===== src/rtl/vmem_config.svh =====
// fixed widths of the vector memory stage, included by the package, the RTL and the testbench.
`ifndef VMEM_CONFIG_SVH
`define VMEM_CONFIG_SVH

// ~~~~~~~~~~~~~~~~~~~~~~~~~~~~~~~~~~~~~~~~~~~~~~~~~~~~~~~~~~~~~~~~~~~~~~~~~~~~
// widths follow rv32, so none of them are module parameters.
// ~~~~~~~~~~~~~~~~~~~~~~~~~~~~~~~~~~~~~~~~~~~~~~~~~~~~~~~~~~~~~~~~~~~~~~~~~~~~

// byte address width on the data port.
`define VMEM_ADDR_W 32

// one data word as moved on the data port.
`define VMEM_DATA_W 32

// element offset within the vector register group.
// five bits cover up to 32 elements.
`define VMEM_WOFF_W 5

`endif


===== src/rtl/vmem_pkg.sv =====
// types of the vector memory stage, imported by every RTL block and by the testbench.
`include "vmem_config.svh"

package vmem_pkg;

  // element width as encoded in the load/store instruction.
  typedef enum logic [1:0] {
    WIDTH8,
    WIDTH16,
    WIDTH32
  } eew_t;

  // element width held in the vtype control register.
  // indexed access sizes its data by this one.
  typedef enum logic [1:0] {
    SEW8,
    SEW16,
    SEW32
  } sew_t;

  // how the two element addresses are formed.
  typedef enum logic [1:0] {
    MODE_UNIT,
    MODE_STRIDED,
    MODE_INDEXED
  } addr_mode_t;

  // access size on the data port, word is the zero code.
  typedef enum logic [1:0] {
    BSEL_WORD,
    BSEL_HALF,
    BSEL_BYTE
  } bytesel_t;

  // ~~~~~~~~~~~~~~~~~~~~~~~~~~~~~~~~~~~~~~~~~~~~~~~~~~~~~~~~~~~~~~~~~~~~~~~~~~~~
  // one command covering a pair of elements.
  // ~~~~~~~~~~~~~~~~~~~~~~~~~~~~~~~~~~~~~~~~~~~~~~~~~~~~~~~~~~~~~~~~~~~~~~~~~~~~
  typedef struct packed {
    logic                     load_ena;
    logic                     store_ena;
    addr_mode_t               mode;
    eew_t                     eew;
    sew_t                     sew;
    logic                     segment_type;
    logic [`VMEM_ADDR_W-1:0]  base;
    logic [`VMEM_ADDR_W-1:0]  stride;
    logic [`VMEM_ADDR_W-1:0]  idx0;
    logic [`VMEM_ADDR_W-1:0]  idx1;
    logic [`VMEM_WOFF_W-1:0]  woffset;
    logic [`VMEM_DATA_W-1:0]  storedata0;
    logic [`VMEM_DATA_W-1:0]  storedata1;
  } vmem_cmd_t;

  // request on the single data port.
  typedef struct packed {
    logic [`VMEM_ADDR_W-1:0]  final_addr;
    logic [`VMEM_DATA_W-1:0]  final_storedata;
    logic                     ren;
    logic                     wen;
    bytesel_t                 byte_ena;
  } mem_req_t;

endpackage


===== src/rtl/address_generator.sv =====
// combinational address generation for the two elements of one vector load or store command.
`timescale 1ns/10ps
`include "vmem_config.svh"

module address_generator (
  input  vmem_pkg::vmem_cmd_t      cmd,
  output logic [`VMEM_ADDR_W-1:0]  addr0,
  output logic [`VMEM_ADDR_W-1:0]  addr1
);

  import vmem_pkg::*;

  // log2 of the element size in bytes.
  logic [1:0]               size_shift;
  // element offsets widened to the address width.
  logic [`VMEM_ADDR_W-1:0]  off0;
  logic [`VMEM_ADDR_W-1:0]  off1;

  // one element address, shared by both elements.
  function automatic logic [`VMEM_ADDR_W-1:0] elem_addr(
    input addr_mode_t               mode,
    input logic [`VMEM_ADDR_W-1:0]  base,
    input logic [`VMEM_ADDR_W-1:0]  stride,
    input logic [`VMEM_ADDR_W-1:0]  offset,
    input logic [`VMEM_ADDR_W-1:0]  index,
    input logic [1:0]               shift
  );
    logic [`VMEM_ADDR_W-1:0] step;
    case (mode)
      // packed elements, step is offset times element size.
      MODE_UNIT:    step = offset << shift;
      // step is offset times the byte stride.
      MODE_STRIDED: step = offset * stride;
      // index register holds the byte offset directly.
      default:      step = index;
    endcase
    return base + step;
  endfunction

  // element size.
  // indexed access takes sew from the control register, the rest take eew.
  always_comb
  begin
    if (cmd.mode == MODE_INDEXED)
    begin
      case (cmd.sew)
        SEW8:    size_shift = 2'd0;
        SEW16:   size_shift = 2'd1;
        default: size_shift = 2'd2;
      endcase
    end
    else
    begin
      case (cmd.eew)
        WIDTH8:  size_shift = 2'd0;
        WIDTH16: size_shift = 2'd1;
        default: size_shift = 2'd2;
      endcase
    end
  end

  // second element sits one offset further.
  assign off0 = {{(`VMEM_ADDR_W-`VMEM_WOFF_W){1'b0}}, cmd.woffset};
  assign off1 = off0 + 1;

  assign addr0 = elem_addr(cmd.mode, cmd.base, cmd.stride, off0, cmd.idx0, size_shift);
  assign addr1 = elem_addr(cmd.mode, cmd.base, cmd.stride, off1, cmd.idx1, size_shift);

endmodule


===== src/rtl/address_scheduler.sv =====
// fsm that orders the two element accesses on the data port and flags misaligned addresses.
`timescale 1ns/10ps
`include "vmem_config.svh"

module address_scheduler (
  input  logic                     CLK,
  input  logic                     nRST,
  input  vmem_pkg::vmem_cmd_t      cmd,
  input  logic [`VMEM_ADDR_W-1:0]  addr0,
  input  logic [`VMEM_ADDR_W-1:0]  addr1,
  input  logic                     dhit,
  input  logic                     returnex,
  output vmem_pkg::mem_req_t       mem,
  output logic                     busy,
  output logic                     exception,
  output logic                     arrived0,
  output logic                     arrived1
);

  import vmem_pkg::*;

  typedef enum logic [2:0] {
    IDLE,
    LOAD0,
    LOAD1,
    STORE0,
    STORE1,
    EX
  } state_t;

  state_t    state;
  state_t    next_state;
  logic      daccess;
  logic      misalign0;
  logic      misalign1;
  bytesel_t  bsel;

  // ~~~~~~~~~~~~~~~~~~~~~~~~~~~~~~~~~~~~~~~~~~~~~~~~~~~~~~~~~~~~~~~~~~~~~~~~~~~~
  // request decode.
  // ~~~~~~~~~~~~~~~~~~~~~~~~~~~~~~~~~~~~~~~~~~~~~~~~~~~~~~~~~~~~~~~~~~~~~~~~~~~~
  assign daccess   = cmd.load_ena | cmd.store_ena;
  // only word-aligned addresses are legal outside segment access.
  assign misalign0 = daccess & (addr0[1:0] != 2'b00) & ~cmd.segment_type;
  assign misalign1 = daccess & (addr1[1:0] != 2'b00) & ~cmd.segment_type;

  // a load element is in when its read hits.
  assign arrived0  = (state == LOAD0) & dhit;
  assign arrived1  = (state == LOAD1) & dhit;

  // access size, sew for indexed access and eew otherwise.
  always_comb
  begin
    if (cmd.mode == MODE_INDEXED)
      bsel = (cmd.sew == SEW32) ? BSEL_WORD : (cmd.sew == SEW16) ? BSEL_HALF : BSEL_BYTE;
    else
      bsel = (cmd.eew == WIDTH32) ? BSEL_WORD : (cmd.eew == WIDTH16) ? BSEL_HALF : BSEL_BYTE;
  end

  // ~~~~~~~~~~~~~~~~~~~~~~~~~~~~~~~~~~~~~~~~~~~~~~~~~~~~~~~~~~~~~~~~~~~~~~~~~~~~
  // state machine.
  // ~~~~~~~~~~~~~~~~~~~~~~~~~~~~~~~~~~~~~~~~~~~~~~~~~~~~~~~~~~~~~~~~~~~~~~~~~~~~
  always_ff @(posedge CLK, negedge nRST)
  begin
    if (!nRST)
      state <= IDLE;
    else
      state <= next_state;
  end

  always_comb
  begin
    next_state = state;
    case (state)
      IDLE:
      begin
        // misaligned first element never reaches memory.
        if (misalign0)          next_state = EX;
        else if (cmd.load_ena)  next_state = LOAD0;
        else if (cmd.store_ena) next_state = STORE0;
      end
      LOAD0:
      begin
        if (dhit)
          next_state = misalign1 ? EX : LOAD1;
      end
      STORE0:
      begin
        if (dhit)
          next_state = misalign1 ? EX : STORE1;
      end
      LOAD1, STORE1:
      begin
        if (dhit) next_state = IDLE;
      end
      // wait for the requester to take the exception.
      EX:
      begin
        if (returnex) next_state = IDLE;
      end
      default: next_state = IDLE;
    endcase
  end

  // port outputs by state.
  always_comb
  begin
    mem          = '0;
    mem.byte_ena = bsel;
    busy         = 1'b1;
    exception    = 1'b0;
    case (state)
      IDLE:   busy = daccess;
      LOAD0:
      begin
        mem.final_addr = addr0;
        mem.ren        = 1'b1;
      end
      LOAD1:
      begin
        mem.final_addr = addr1;
        mem.ren        = 1'b1;
        // busy drops in the cycle of the last hit.
        busy           = ~dhit;
      end
      STORE0:
      begin
        mem.final_addr      = addr0;
        mem.final_storedata = cmd.storedata0;
        mem.wen             = 1'b1;
      end
      STORE1:
      begin
        mem.final_addr      = addr1;
        mem.final_storedata = cmd.storedata1;
        mem.wen             = 1'b1;
        busy                = ~dhit;
      end
      EX:
      begin
        busy      = 1'b0;
        exception = 1'b1;
      end
      default: busy = 1'b0;
    endcase
  end

endmodule


===== src/rtl/load_collector.sv =====
// captures the two loaded words and trims each to the element width.
`timescale 1ns/10ps
`include "vmem_config.svh"

module load_collector (
  input  logic                     CLK,
  input  logic                     nRST,
  input  logic                     arrived0,
  input  logic                     arrived1,
  input  vmem_pkg::bytesel_t       byte_ena,
  input  logic [`VMEM_DATA_W-1:0]  rdata,
  output logic [`VMEM_DATA_W-1:0]  load_data0,
  output logic [`VMEM_DATA_W-1:0]  load_data1,
  output logic                     load_done
);

  import vmem_pkg::*;

  // read word after trimming.
  logic [`VMEM_DATA_W-1:0] trimmed;

  // ~~~~~~~~~~~~~~~~~~~~~~~~~~~~~~~~~~~~~~~~~~~~~~~~~~~~~~~~~~~~~~~~~~~~~~~~~~~~
  // width trim.
  // ~~~~~~~~~~~~~~~~~~~~~~~~~~~~~~~~~~~~~~~~~~~~~~~~~~~~~~~~~~~~~~~~~~~~~~~~~~~~
  // elements sit in the low bytes of the word.
  // upper bits are zero-filled, no sign extension.
  always_comb
  begin
    case (byte_ena)
      BSEL_BYTE: trimmed = {{(`VMEM_DATA_W-8){1'b0}}, rdata[7:0]};
      BSEL_HALF: trimmed = {{(`VMEM_DATA_W-16){1'b0}}, rdata[15:0]};
      default:   trimmed = rdata;
    endcase
  end

  // element registers.
  // each loads only on its own arrival strobe.
  always_ff @(posedge CLK)
  begin
    if (arrived0)
      load_data0 <= trimmed;
    if (arrived1)
      load_data1 <= trimmed;
  end

  // ~~~~~~~~~~~~~~~~~~~~~~~~~~~~~~~~~~~~~~~~~~~~~~~~~~~~~~~~~~~~~~~~~~~~~~~~~~~~
  // completion strobe.
  // ~~~~~~~~~~~~~~~~~~~~~~~~~~~~~~~~~~~~~~~~~~~~~~~~~~~~~~~~~~~~~~~~~~~~~~~~~~~~
  // one cycle after the second element lands.
  // both data registers are stable by then.
  always_ff @(posedge CLK, negedge nRST)
  begin
    if (!nRST)
      load_done <= 1'b0;
    else
      load_done <= arrived1;
  end

endmodule


===== src/rtl/vmem_unit.sv =====
// top of the vector memory access stage, connecting address generation, scheduling and load capture.
`timescale 1ns/10ps
`include "vmem_config.svh"

module vmem_unit (
  input  logic                     CLK,
  input  logic                     nRST,
  input  vmem_pkg::vmem_cmd_t      cmd,
  input  logic                     returnex,
  input  logic                     dhit,
  input  logic [`VMEM_DATA_W-1:0]  rdata,
  output vmem_pkg::mem_req_t       mem,
  output logic                     busy,
  output logic                     exception,
  output logic [`VMEM_DATA_W-1:0]  load_data0,
  output logic [`VMEM_DATA_W-1:0]  load_data1,
  output logic                     load_done
);

  // element addresses from the generator.
  logic [`VMEM_ADDR_W-1:0] addr0;
  logic [`VMEM_ADDR_W-1:0] addr1;
  // load hit strobes per element.
  logic                    arrived0;
  logic                    arrived1;

  // address calculation, purely combinational.
  address_generator u_agen (
    .cmd   (cmd),
    .addr0 (addr0),
    .addr1 (addr1)
  );

  // access ordering and the data port.
  address_scheduler u_sched (
    .CLK       (CLK),
    .nRST      (nRST),
    .cmd       (cmd),
    .addr0     (addr0),
    .addr1     (addr1),
    .dhit      (dhit),
    .returnex  (returnex),
    .mem       (mem),
    .busy      (busy),
    .exception (exception),
    .arrived0  (arrived0),
    .arrived1  (arrived1)
  );

  // load data capture, trimmed by the port access size.
  load_collector u_coll (
    .CLK        (CLK),
    .nRST       (nRST),
    .arrived0   (arrived0),
    .arrived1   (arrived1),
    .byte_ena   (mem.byte_ena),
    .rdata      (rdata),
    .load_data0 (load_data0),
    .load_data1 (load_data1),
    .load_done  (load_done)
  );

endmodule


===== config.mk =====
export PLATFORM = sky130hd
export DESIGN_NAME = vmem_unit
export DESIGN_NICKNAME = d
export VERILOG_FILES = /design/src/rtl/vmem_pkg.sv /design/src/rtl/address_generator.sv /design/src/rtl/address_scheduler.sv /design/src/rtl/load_collector.sv /design/src/rtl/vmem_unit.sv
export VERILOG_INCLUDE_DIRS = /design/src /design/src/rtl
export SDC_FILE = /design/constraint.sdc
export NUM_CORES = 1
export LEC_CHECK = 0
export BUFFER_PORTS_ARGS = -buffer_cell sky130_fd_sc_hd__clkbuf_2
export CAP_MARGIN = 20
export CELL_PAD_IN_SITES_DETAIL_PLACEMENT = 0
export CELL_PAD_IN_SITES_GLOBAL_PLACEMENT = 1
export CORE_MARGIN = 2
export CORE_UTILIZATION = 38
export DETAILED_ROUTE_END_ITERATION = 12
export PLACE_DENSITY = 0.86
export SYNTH_ARGS = -nofsm -noshare
export SYNTH_HDL_FRONTEND = slang
export SYNTH_SLANG_ARGS = --single-unit

===== constraint.sdc =====
create_clock -name CLK -period 9.3 [get_ports CLK]
set_input_delay 1.395 -clock CLK [delete_from_list [all_inputs] [get_ports CLK]]
set_output_delay 1.395 -clock CLK [all_outputs]
set_load 0.01 [all_outputs]

After elaboration in Yosys (flattened, before gate mapping)
Cells that the tools add are included.
Operators by class
  $add $sub $neg: 3
  mux-type cells: 27
  shift-type cells: 2
  bitwise logic cells: 9
  eq/ne operators: 18
  reductions and logical operators: 11
  $mul: 2
Operators by type and width (count)
  $pmux 32 s2: 5
  $add 32x32->32: 2
  $mul 32x32->32: 1
  $mul 5x32->32: 1
  $shl 32x2->32: 1
  $shl 5x2->32: 1
  $mux 3: 8
  $pmux 3 s5: 1
  $mux 2: 6
  $eq 2x1->1 const B: 4
  $eq 2x2->1 const B: 4
  $pmux 2 s2: 2
  $reduce_or 2->1: 4
  $add 5x1->6 const B: 1
  $and 1x1->1: 6
  $eq 3x2->1 const B: 2
  $eq 3x3->1 const B: 2
  $logic_not 2->1: 3
  $ne 2x2->1 const B: 3
  $reduce_and 5->1: 1
  $mux 1: 4
  $ne 4x3->1 const B: 1
  $reduce_bool 2->1: 2
  $eq 3x1->1 const B: 1
  5 further kinds: 6
Storage, ports and cells
  output and inout bits: 135
  word-level logic and storage cells: 76
  bits in registers: 68

Logic depth before layout (Yosys ltp)
Gate-level depths: netlist (run 1).
  word-level depth: 12
  gate-level depth with buffers: 32

Cells and area by module
From an unflattened synthesis (run 1), not the netlist that was laid out.
Unflattened totals
  cell total of the unflattened synthesis: 1992
  area, all modules: 16535.9 µm²
Modules (own cells, without submodules)
  address_generator: area each 13350.3 µm², cells an instance 1761, times used 1
  load_collector: area each 2149.6 µm², cells an instance 94, times used 1
  address_scheduler: area each 1036.0 µm², cells an instance 137, times used 1

Worst setup path after synthesis (run 1)
Ideal clock, no wire load.
  kind: input port to output port
  start: in cmd[66] in the netlist's numbering
  end: out mem[64] in the netlist's numbering
  arrival time: 7.517 ns
  stages on the path: 28
  buffers on the path: 3
  path slack: 0.388 ns
  data required time: 7.905 ns
  cell sequence: buf_4 clkbuf_1 clkbuf_1 nand2_1 fa_1 fa_1 fa_1 inv_1 ha_1 nor2b_1 o21a_1 o21ai_1 a211oi_1 nand2b_1 a21oi_1 o21bai_1 a21o_1 a21o_1 a221o_1 ha_1 a2111oi_0 o21a_1 o21ai_0 o31ai_2 o21ai_1 a31o_1 xnor2_1 o22ai_1
RTL lines
  start, declared: RTL line vmem_unit.sv:8  | input vmem_pkg::vmem_cmd_t cmd,
  end, declared: RTL line vmem_unit.sv:12  | output vmem_pkg::mem_req_t mem,

==> results_dict.tcl, run 1 <==
set metrics [dict create \
    end_kind "output pin" \
    routedLengthMet1_um 23790 \
    grt_pass1_vias 16409 \
    drc 0 \
    syn_area_um2 16800 \
    ys_ff_latch 68 \
    nets 2969 \
    layoutNonFillerInstCount 3000 \
    startpoint_type "primary input" \
    synth_top_family_by_area "adder cells" \
    synth.distinct_cells 92 \
    mostFrequentLayoutCell "clkbuf_2" \
    synth_compound_gate_area_share_pct 19.25 \
    synth_xor_area_share_pct 6.741 \
    p_clk_share_pct 7.5 \
    drt-initial-drc-count 1051 \
    antenna_found_initial 6 \
    clk_pin_slew_ns 0.05 \
    cpMaxStageDelayCell "fa_1" \
    cp_slowest_stage_delay_ns 0.49 \
    synth_nets 2597 \
    fmax_mhz 109.9 \
    ant_nets 0 \
    dp.cells 2970 \
    synth_adder_area_share_pct 33.25 \
    cts_buffer_depth 2 \
    ys.flop_type "edfxtp_1" \
    area_delta_synth_final_pct 21.53 \
    clock-sinks 68 \
    min_path_type "flop to flop" \
    setup_violations 0 \
    rows 77 \
    synth_mux_area_share_pct 0.3799 \
    multi_input_area_um2 13740 \
    cts_buffers 9 \
    die_y_um 214.3 \
    cts_root_buf "clkbuf_16" \
    route.met3.wl_um 2959 \
    cp_max_fo 8 \
    grt_setup_unrepaired "yes" \
    synth.avg_cell_area_um2 8.296 \
    vias 16143 \
    leakagePower_nw 10.04 \
    required_ns 7.91 \
    finalPower_w 0.004317 \
    pwr-share-comb_pct 82.4 \
    initial_core_util_pct 38.24 \
    pin_count 377 \
    ir_drop_mv 0.1099 \
    max_slew_margin_pct 49.31 \
    finalMaxSlewViolations 0 \
    io_buffers 376 \
    drive_gt1_share_pct 24.40 \
    p_int_w 0.002080 \
    grt.overflow.total 0 \
    cts_hold_buf 0 \
    yosysSeqAreaShare_pct 12.04 \
    power_switching_w 0.002237 \
    place.gp.congestion 0.9946 \
    grt_max_degree 50 \
    switching_share_pct 51.82 \
    worstSkewPairLatency_ns 0.32 \
    syn-instance-count 2025 \
    critPathKind "primary input to output pin" \
    status "finished clean" \
    layout_common_cells "clkbuf_2, nand2_1, inv_1, fa_1, and2_1" \
    fill_cells 4277 \
    hold_violations 0 \
    synth_edf_count 64 \
    totalWireLength_um 58330 \
    vias_per_cell 5.381 \
    top_layer "met5" \
    synth-simple-area-share_pct 20.45 \
    p_seq_share_pct 10.1 \
    min_period_over_period_pct 97.88 \
    yosysWarnings 0 \
    path_common_cell "a21o_1" \
    drtPass1Iterations 7 \
    core-area_um2 43930 \
    cts.htree.levels 3 \
    worst_ep_arrival_time_ns 7.71 \
    tightest_slew_ns 0.7599 \
    cap_violations 0 \
    cts_tree "yes" \
    grt_first_pass_wirelength_um 90590 \
    power_density_nw_per_um2 211.4 \
    groute.usage.overall_pct 24.79 \
    dieArea_um2 45910 \
    dp_hpwl_um 49110 \
    routedWlPerCell_um 19.44 \
    wl_met2_um 28540 \
    clock_skew_ns 0.002729 \
    seq_area_um2 2022 \
    synth_async_sr_flop_share_pct 5.882 \
    period_needed_ns 9.103 \
    dieWidth_um 214.3 \
]
-- per-stage QoR --
stage                     worst slack (ns)  util (%)  area, um2  hold WS (ns)  TNS [ns]
after floorplan                     0.3881         -      16800        0.6751         0
after global placement             0.02422     44.73      19650        0.7728         0
after detailed placement          -0.03949     44.73      19650        0.8072  -0.09314
after CTS                         -0.01705     45.44      19960        0.8173  -0.01705
after global routing              -0.09540     46.46      20410        0.8727   -0.2389
final                               0.1968     46.47      20410        0.8376         0
-- sequential cells by signal (all words and copies together) (netlist names) --
| name | cells |
|---|---|
| u_coll.load_data0 | 32 |
| u_coll.load_data1 | 32 |
| u_sched.state | 3 |
| u_coll.load_done | 1 |
-- kinds of logic (layout without fill, tap and decap cells) --
logic type,after synthesis,after routing
buffers and inverters,348,725
and+or+nand+nor,681,681
adders and majority gates,330,330
DFF,68,68
xor gates and xnor gates,122,122
AOI/OAI and AO/OA,470,470
other,0,6
muxes,6,6
-- Yosys cell counts (all sizes together), types with 4 or more instances --
cell type	n	area (um2)
nand2	261	982.2
inv	239	897.1
fa	194	3884
and2	182	1141
ha	136	1702
a21oi	115	586.8
clkbuf	101	379.1
o21ai	97	489.2
a21o	67	503.0
nor2	67	251.5
edfxtp	64	1922
xnor2	62	599.3
xor2	60	533.0
a22o	40	350.3
nand3	37	200.2
nor2b	33	206.5
nor3	28	145.1
o22ai	27	168.9
nand2b	18	120.1
o21a	17	127.6
o21bai	14	105.1
o31ai	14	128.9
a211oi	11	87.58
and3	10	62.56
nand4	10	62.56
a31oi	8	50.05
buf	7	45.03
or2	7	43.80
a2111oi	6	97.59
nor4	6	37.54
or3	6	37.54
a311oi	5	50.04
a31o	5	52.56
a32o	4	40.04
dfrtp	4	100.1
nor3b	4	30.03
nor4b	4	47.55
o211ai	4	30.03
o221ai	4	35.03
-- worst paths after layout --
kind | startpoint | endpoint | slack, ns | cells past startpoint
max in group asynchronous | nRST | u_sched.state[2] | 8.30 | 1
worst max-delay path | cmd[64] | mem[67] | 0.20 | 31
worst min register to register | u_sched.state[2] | u_sched.state[2] | 0.84 | 2
worst min-delay path | u_sched.state[2] | u_sched.state[2] | 0.84 | 2
min in group asynchronous | nRST | u_sched.state[0] | 0.88 | 1
worst max register to register | u_sched.state[2] | u_coll.load_data0[7] | 7.32 | 4
-- power by group through the flow --
stage / Sequential, W / Clock, W / Combinational [W]
after global routing: 0.000441 / 0.000340 / 0.00389
after floorplan: 0.000441 / 0 / 0.00228
after global placement: 0.000438 / 0 / 0.00333
final: 0.000435 / 0.000324 / 0.00356
after detailed placement: 0.000440 / 0 / 0.00338
after CTS: 0.000434 / 0.000327 / 0.00341
-- layout make-up --
class | instances | share of cell area (%)
clock buffer | 9 | 1.103
timing repair buffer | 469 | 13.25
multi-input combinational | 1609 | 67.30
inverter | 240 | 4.413
sequential | 68 | 9.904
clock inverter | 7 | 0.3310
antenna | 6 | 0.07355
tap | 592 | 3.628
-- timing repair --
action,4_1_cts,5_1_grt
endpoints found under the setup margin,5,16
gates cloned,0,1
buffers inserted,0,6
resized for setup,5,87
pin swaps,0,19
-- critical path: cells and delay by family --
family          cells  cell delay, ns
xor+xnor            1            0.33
simple gates        7            1.27
compound gates     12            2.00
buf+inv             5            0.55
fa+ha+maj           6            2.14
-- routing by layer --
layer / track usage (%) / vias up
met5: 0 / -
met4: 11.11 / 2
met3: 2.823 / 102
met2: 44.20 / 562
met1: 30.03 / 7937
li1: - / 7540
(Power assumes the default switching activity.)
==> run 2: changes to the inputs <==
--- a/config.mk
+++ b/config.mk
@@ -10,6 +10,7 @@
 export CAP_MARGIN = 20
 export CELL_PAD_IN_SITES_DETAIL_PLACEMENT = 0
 export CELL_PAD_IN_SITES_GLOBAL_PLACEMENT = 1
+export CORE_ASPECT_RATIO = 0.6
 export CORE_MARGIN = 2
 export CORE_UTILIZATION = 38
 export DETAILED_ROUTE_END_ITERATION = 12
==> results_dict.tcl, run 2 (synthesis gave the netlist of run 1 again) <==
set metrics [dict create \
    status "finished clean" \
    leakagePower_nw 10.48 \
    r2r_end "u_coll.load_data0[25]" \
    switching_share_pct 50.47 \
    nets 3057 \
    end_kind "output pin" \
    area_delta_synth_final_pct 25.45 \
    grt_first_pass_wirelength_um 92420 \
    drtPass1Iterations 5 \
    critical_path.top_delay_family "compound AO/OA/AOI/OAI gates" \
    cp_slowest_stage_delay_ns 0.51 \
    grt_pass1_vias 16541 \
    routedWlPerCell_um 19.68 \
    period_needed_ns 9.061 \
    whs_ns 0.8107 \
    cp_max_fo 7 \
    antenna_found_initial 4 \
    fmax_mhz 110.4 \
    hold_violations 0 \
    rows 59 \
    p_clk_share_pct 7.3 \
    die_y_um 166.9 \
    worst_ep_arrival_time_ns 7.67 \
    cts.htree.levels 3 \
    drc 0 \
    post-place-ws_ns -0.07533 \
    dpl_cell_area_um2 20330 \
    power_density_nw_per_um2 215.7 \
    r2r-start "u_sched.state[2]" \
    clock-sinks 68 \
    drive_gt1_share_pct 26.99 \
    p_seq_share_pct 9.6 \
    grt.overflow.total 0 \
    cap_violations 0 \
    mostFrequentLayoutCell "clkbuf_2" \
    ff2ff_setup_slack_ns 7.16 \
    io_buffers 376 \
    power_switching_w 0.002294 \
    setup_slack_ns 0.2395 \
    finalPower_w 0.004546 \
    dp_hpwl_um 50950 \
    ir_drop_mv 0.1286 \
    seq_area_um2 2022 \
    p_int_w 0.002251 \
    setup_tns_ns 0 \
    cts_tree "yes" \
    min_to "u_sched.state[2]" \
    totalWireLength_um 60440 \
    ant_nets 0 \
    critPathKind "primary input to output pin" \
    clock_skew_ns 0.004256 \
    cpMaxStageDelayCell "fa_1" \
    min-delay-start "u_sched.state[2]" \
    path_buf_inv 6 \
    min_period_over_period_pct 97.42 \
    setup_violations 0 \
    max_slew_margin_pct 30.41 \
    grt_max_degree 44 \
    drt-initial-drc-count 1360 \
    pin_count 377 \
    cts_buffer_depth 2 \
    min_path_type "flop to flop" \
    min_path_cells 2 \
    clk_pin_slew_ns 0.06 \
    startpoint_type "primary input" \
    vias_per_cell 5.372 \
    multi_input_area_um2 13760 \
    vias 16496 \
    layout_common_cells "clkbuf_2, nand2_1, inv_1, fa_1, and2_1" \
    pwr-share-comb_pct 83.1 \
    groute.usage.overall_pct 25.48 \
    ff2ff_path_depth 4 \
    required_ns 7.91 \
    worstSkewPairLatency_ns 0.33 \
    fin_area_um2 21070 \
    top_regs "u_coll.load_data0 x32, u_coll.load_data1 x32, u_sched.state x3" \
    fill_cells 4185 \
    core-area_um2 43480 \
    initial_core_util_pct 38.63 \
    place.gp.congestion 0.9564 \
    cts_buffers 9 \
    dieArea_um2 45960 \
    dieWidth_um 275.4 \
    cts_root_buf "clkbuf_16" \
    tightest_slew_ns 1.044 \
    finalMaxSlewViolations 0 \
]
==> run 2: cell count changes in the layout (fill, tap and decap cells not counted), sizes merged <==
| cell | change |
|---|---|
| buf | +90 |
| inv | +1 |
| clkbuf | -1 |
| diode | -4 |
| clkinv | -2 |
==> run 2: per-layer routing <==
metal  routed length [um]  track usage (%)
met1                27370            37.21
met2                26460            38.64
met3                 4918            4.095
met4                 1685            7.239
met5                    7                0
==> run 2: per-stage QoR <==
stage	instances	utilization, %
finish	3071	48.47
global route	3071	48.47
floorplan	2025	-
global placement	3046	46.75
detailed placement	3046	46.75
CTS	3063	47.51
==> run 2: repair_timing <==
item	CTS	global route
setup buffers	1	4
endpoints found under the hold margin	0	0
gates resized for setup	6	86
pin swaps	1	23
hold buffers	0	0
cloned	0	1
endpoints found under the setup margin	7	16
==> run 2: how the worst max path moves through the flow <==
stage,startpoint,endpoint,slack [ns],cells past startpoint
final,cmd[68],mem[67],0.24,31
after global routing,cmd[137],mem[58],-0.09,32
after CTS,cmd[64],mem[65],0.02,30
after detailed placement,cmd[66],mem[65],-0.08,30
after global placement,cmd[66],mem[67],-0.01,32
after floorplan,cmd[66],mem[64],0.39,28
==> run 2: final cells by class <==
class | count | area share, %
diodes | 2 | 0.02375
clock buffers | 10 | 1.087
clock inverters | 6 | 0.3028
inverters | 240 | 4.275
multi-input cells | 1609 | 65.31
flip-flops and latches | 68 | 9.594
well taps | 579 | 3.438
repair buffers | 557 | 15.97
==> run 2: worst reg2reg max path, delay by kind of cell, from the launching register on <==
family | cells | cell delay (ns)
buf+inv | 2 | 0.73
simple gates | 2 | 0.45
flops | 1 | 0.57
==> run 2: power by group through the flow <==
stage	clock (W)	sequential (W)	combinational, W
after floorplan	0	0.000441	0.00228
final	0.000332	0.000435	0.00378
after CTS	0.000336	0.000435	0.00364
after global placement	0	0.000438	0.00354
after detailed placement	0	0.000441	0.00360
after global routing	0.000349	0.000441	0.00414
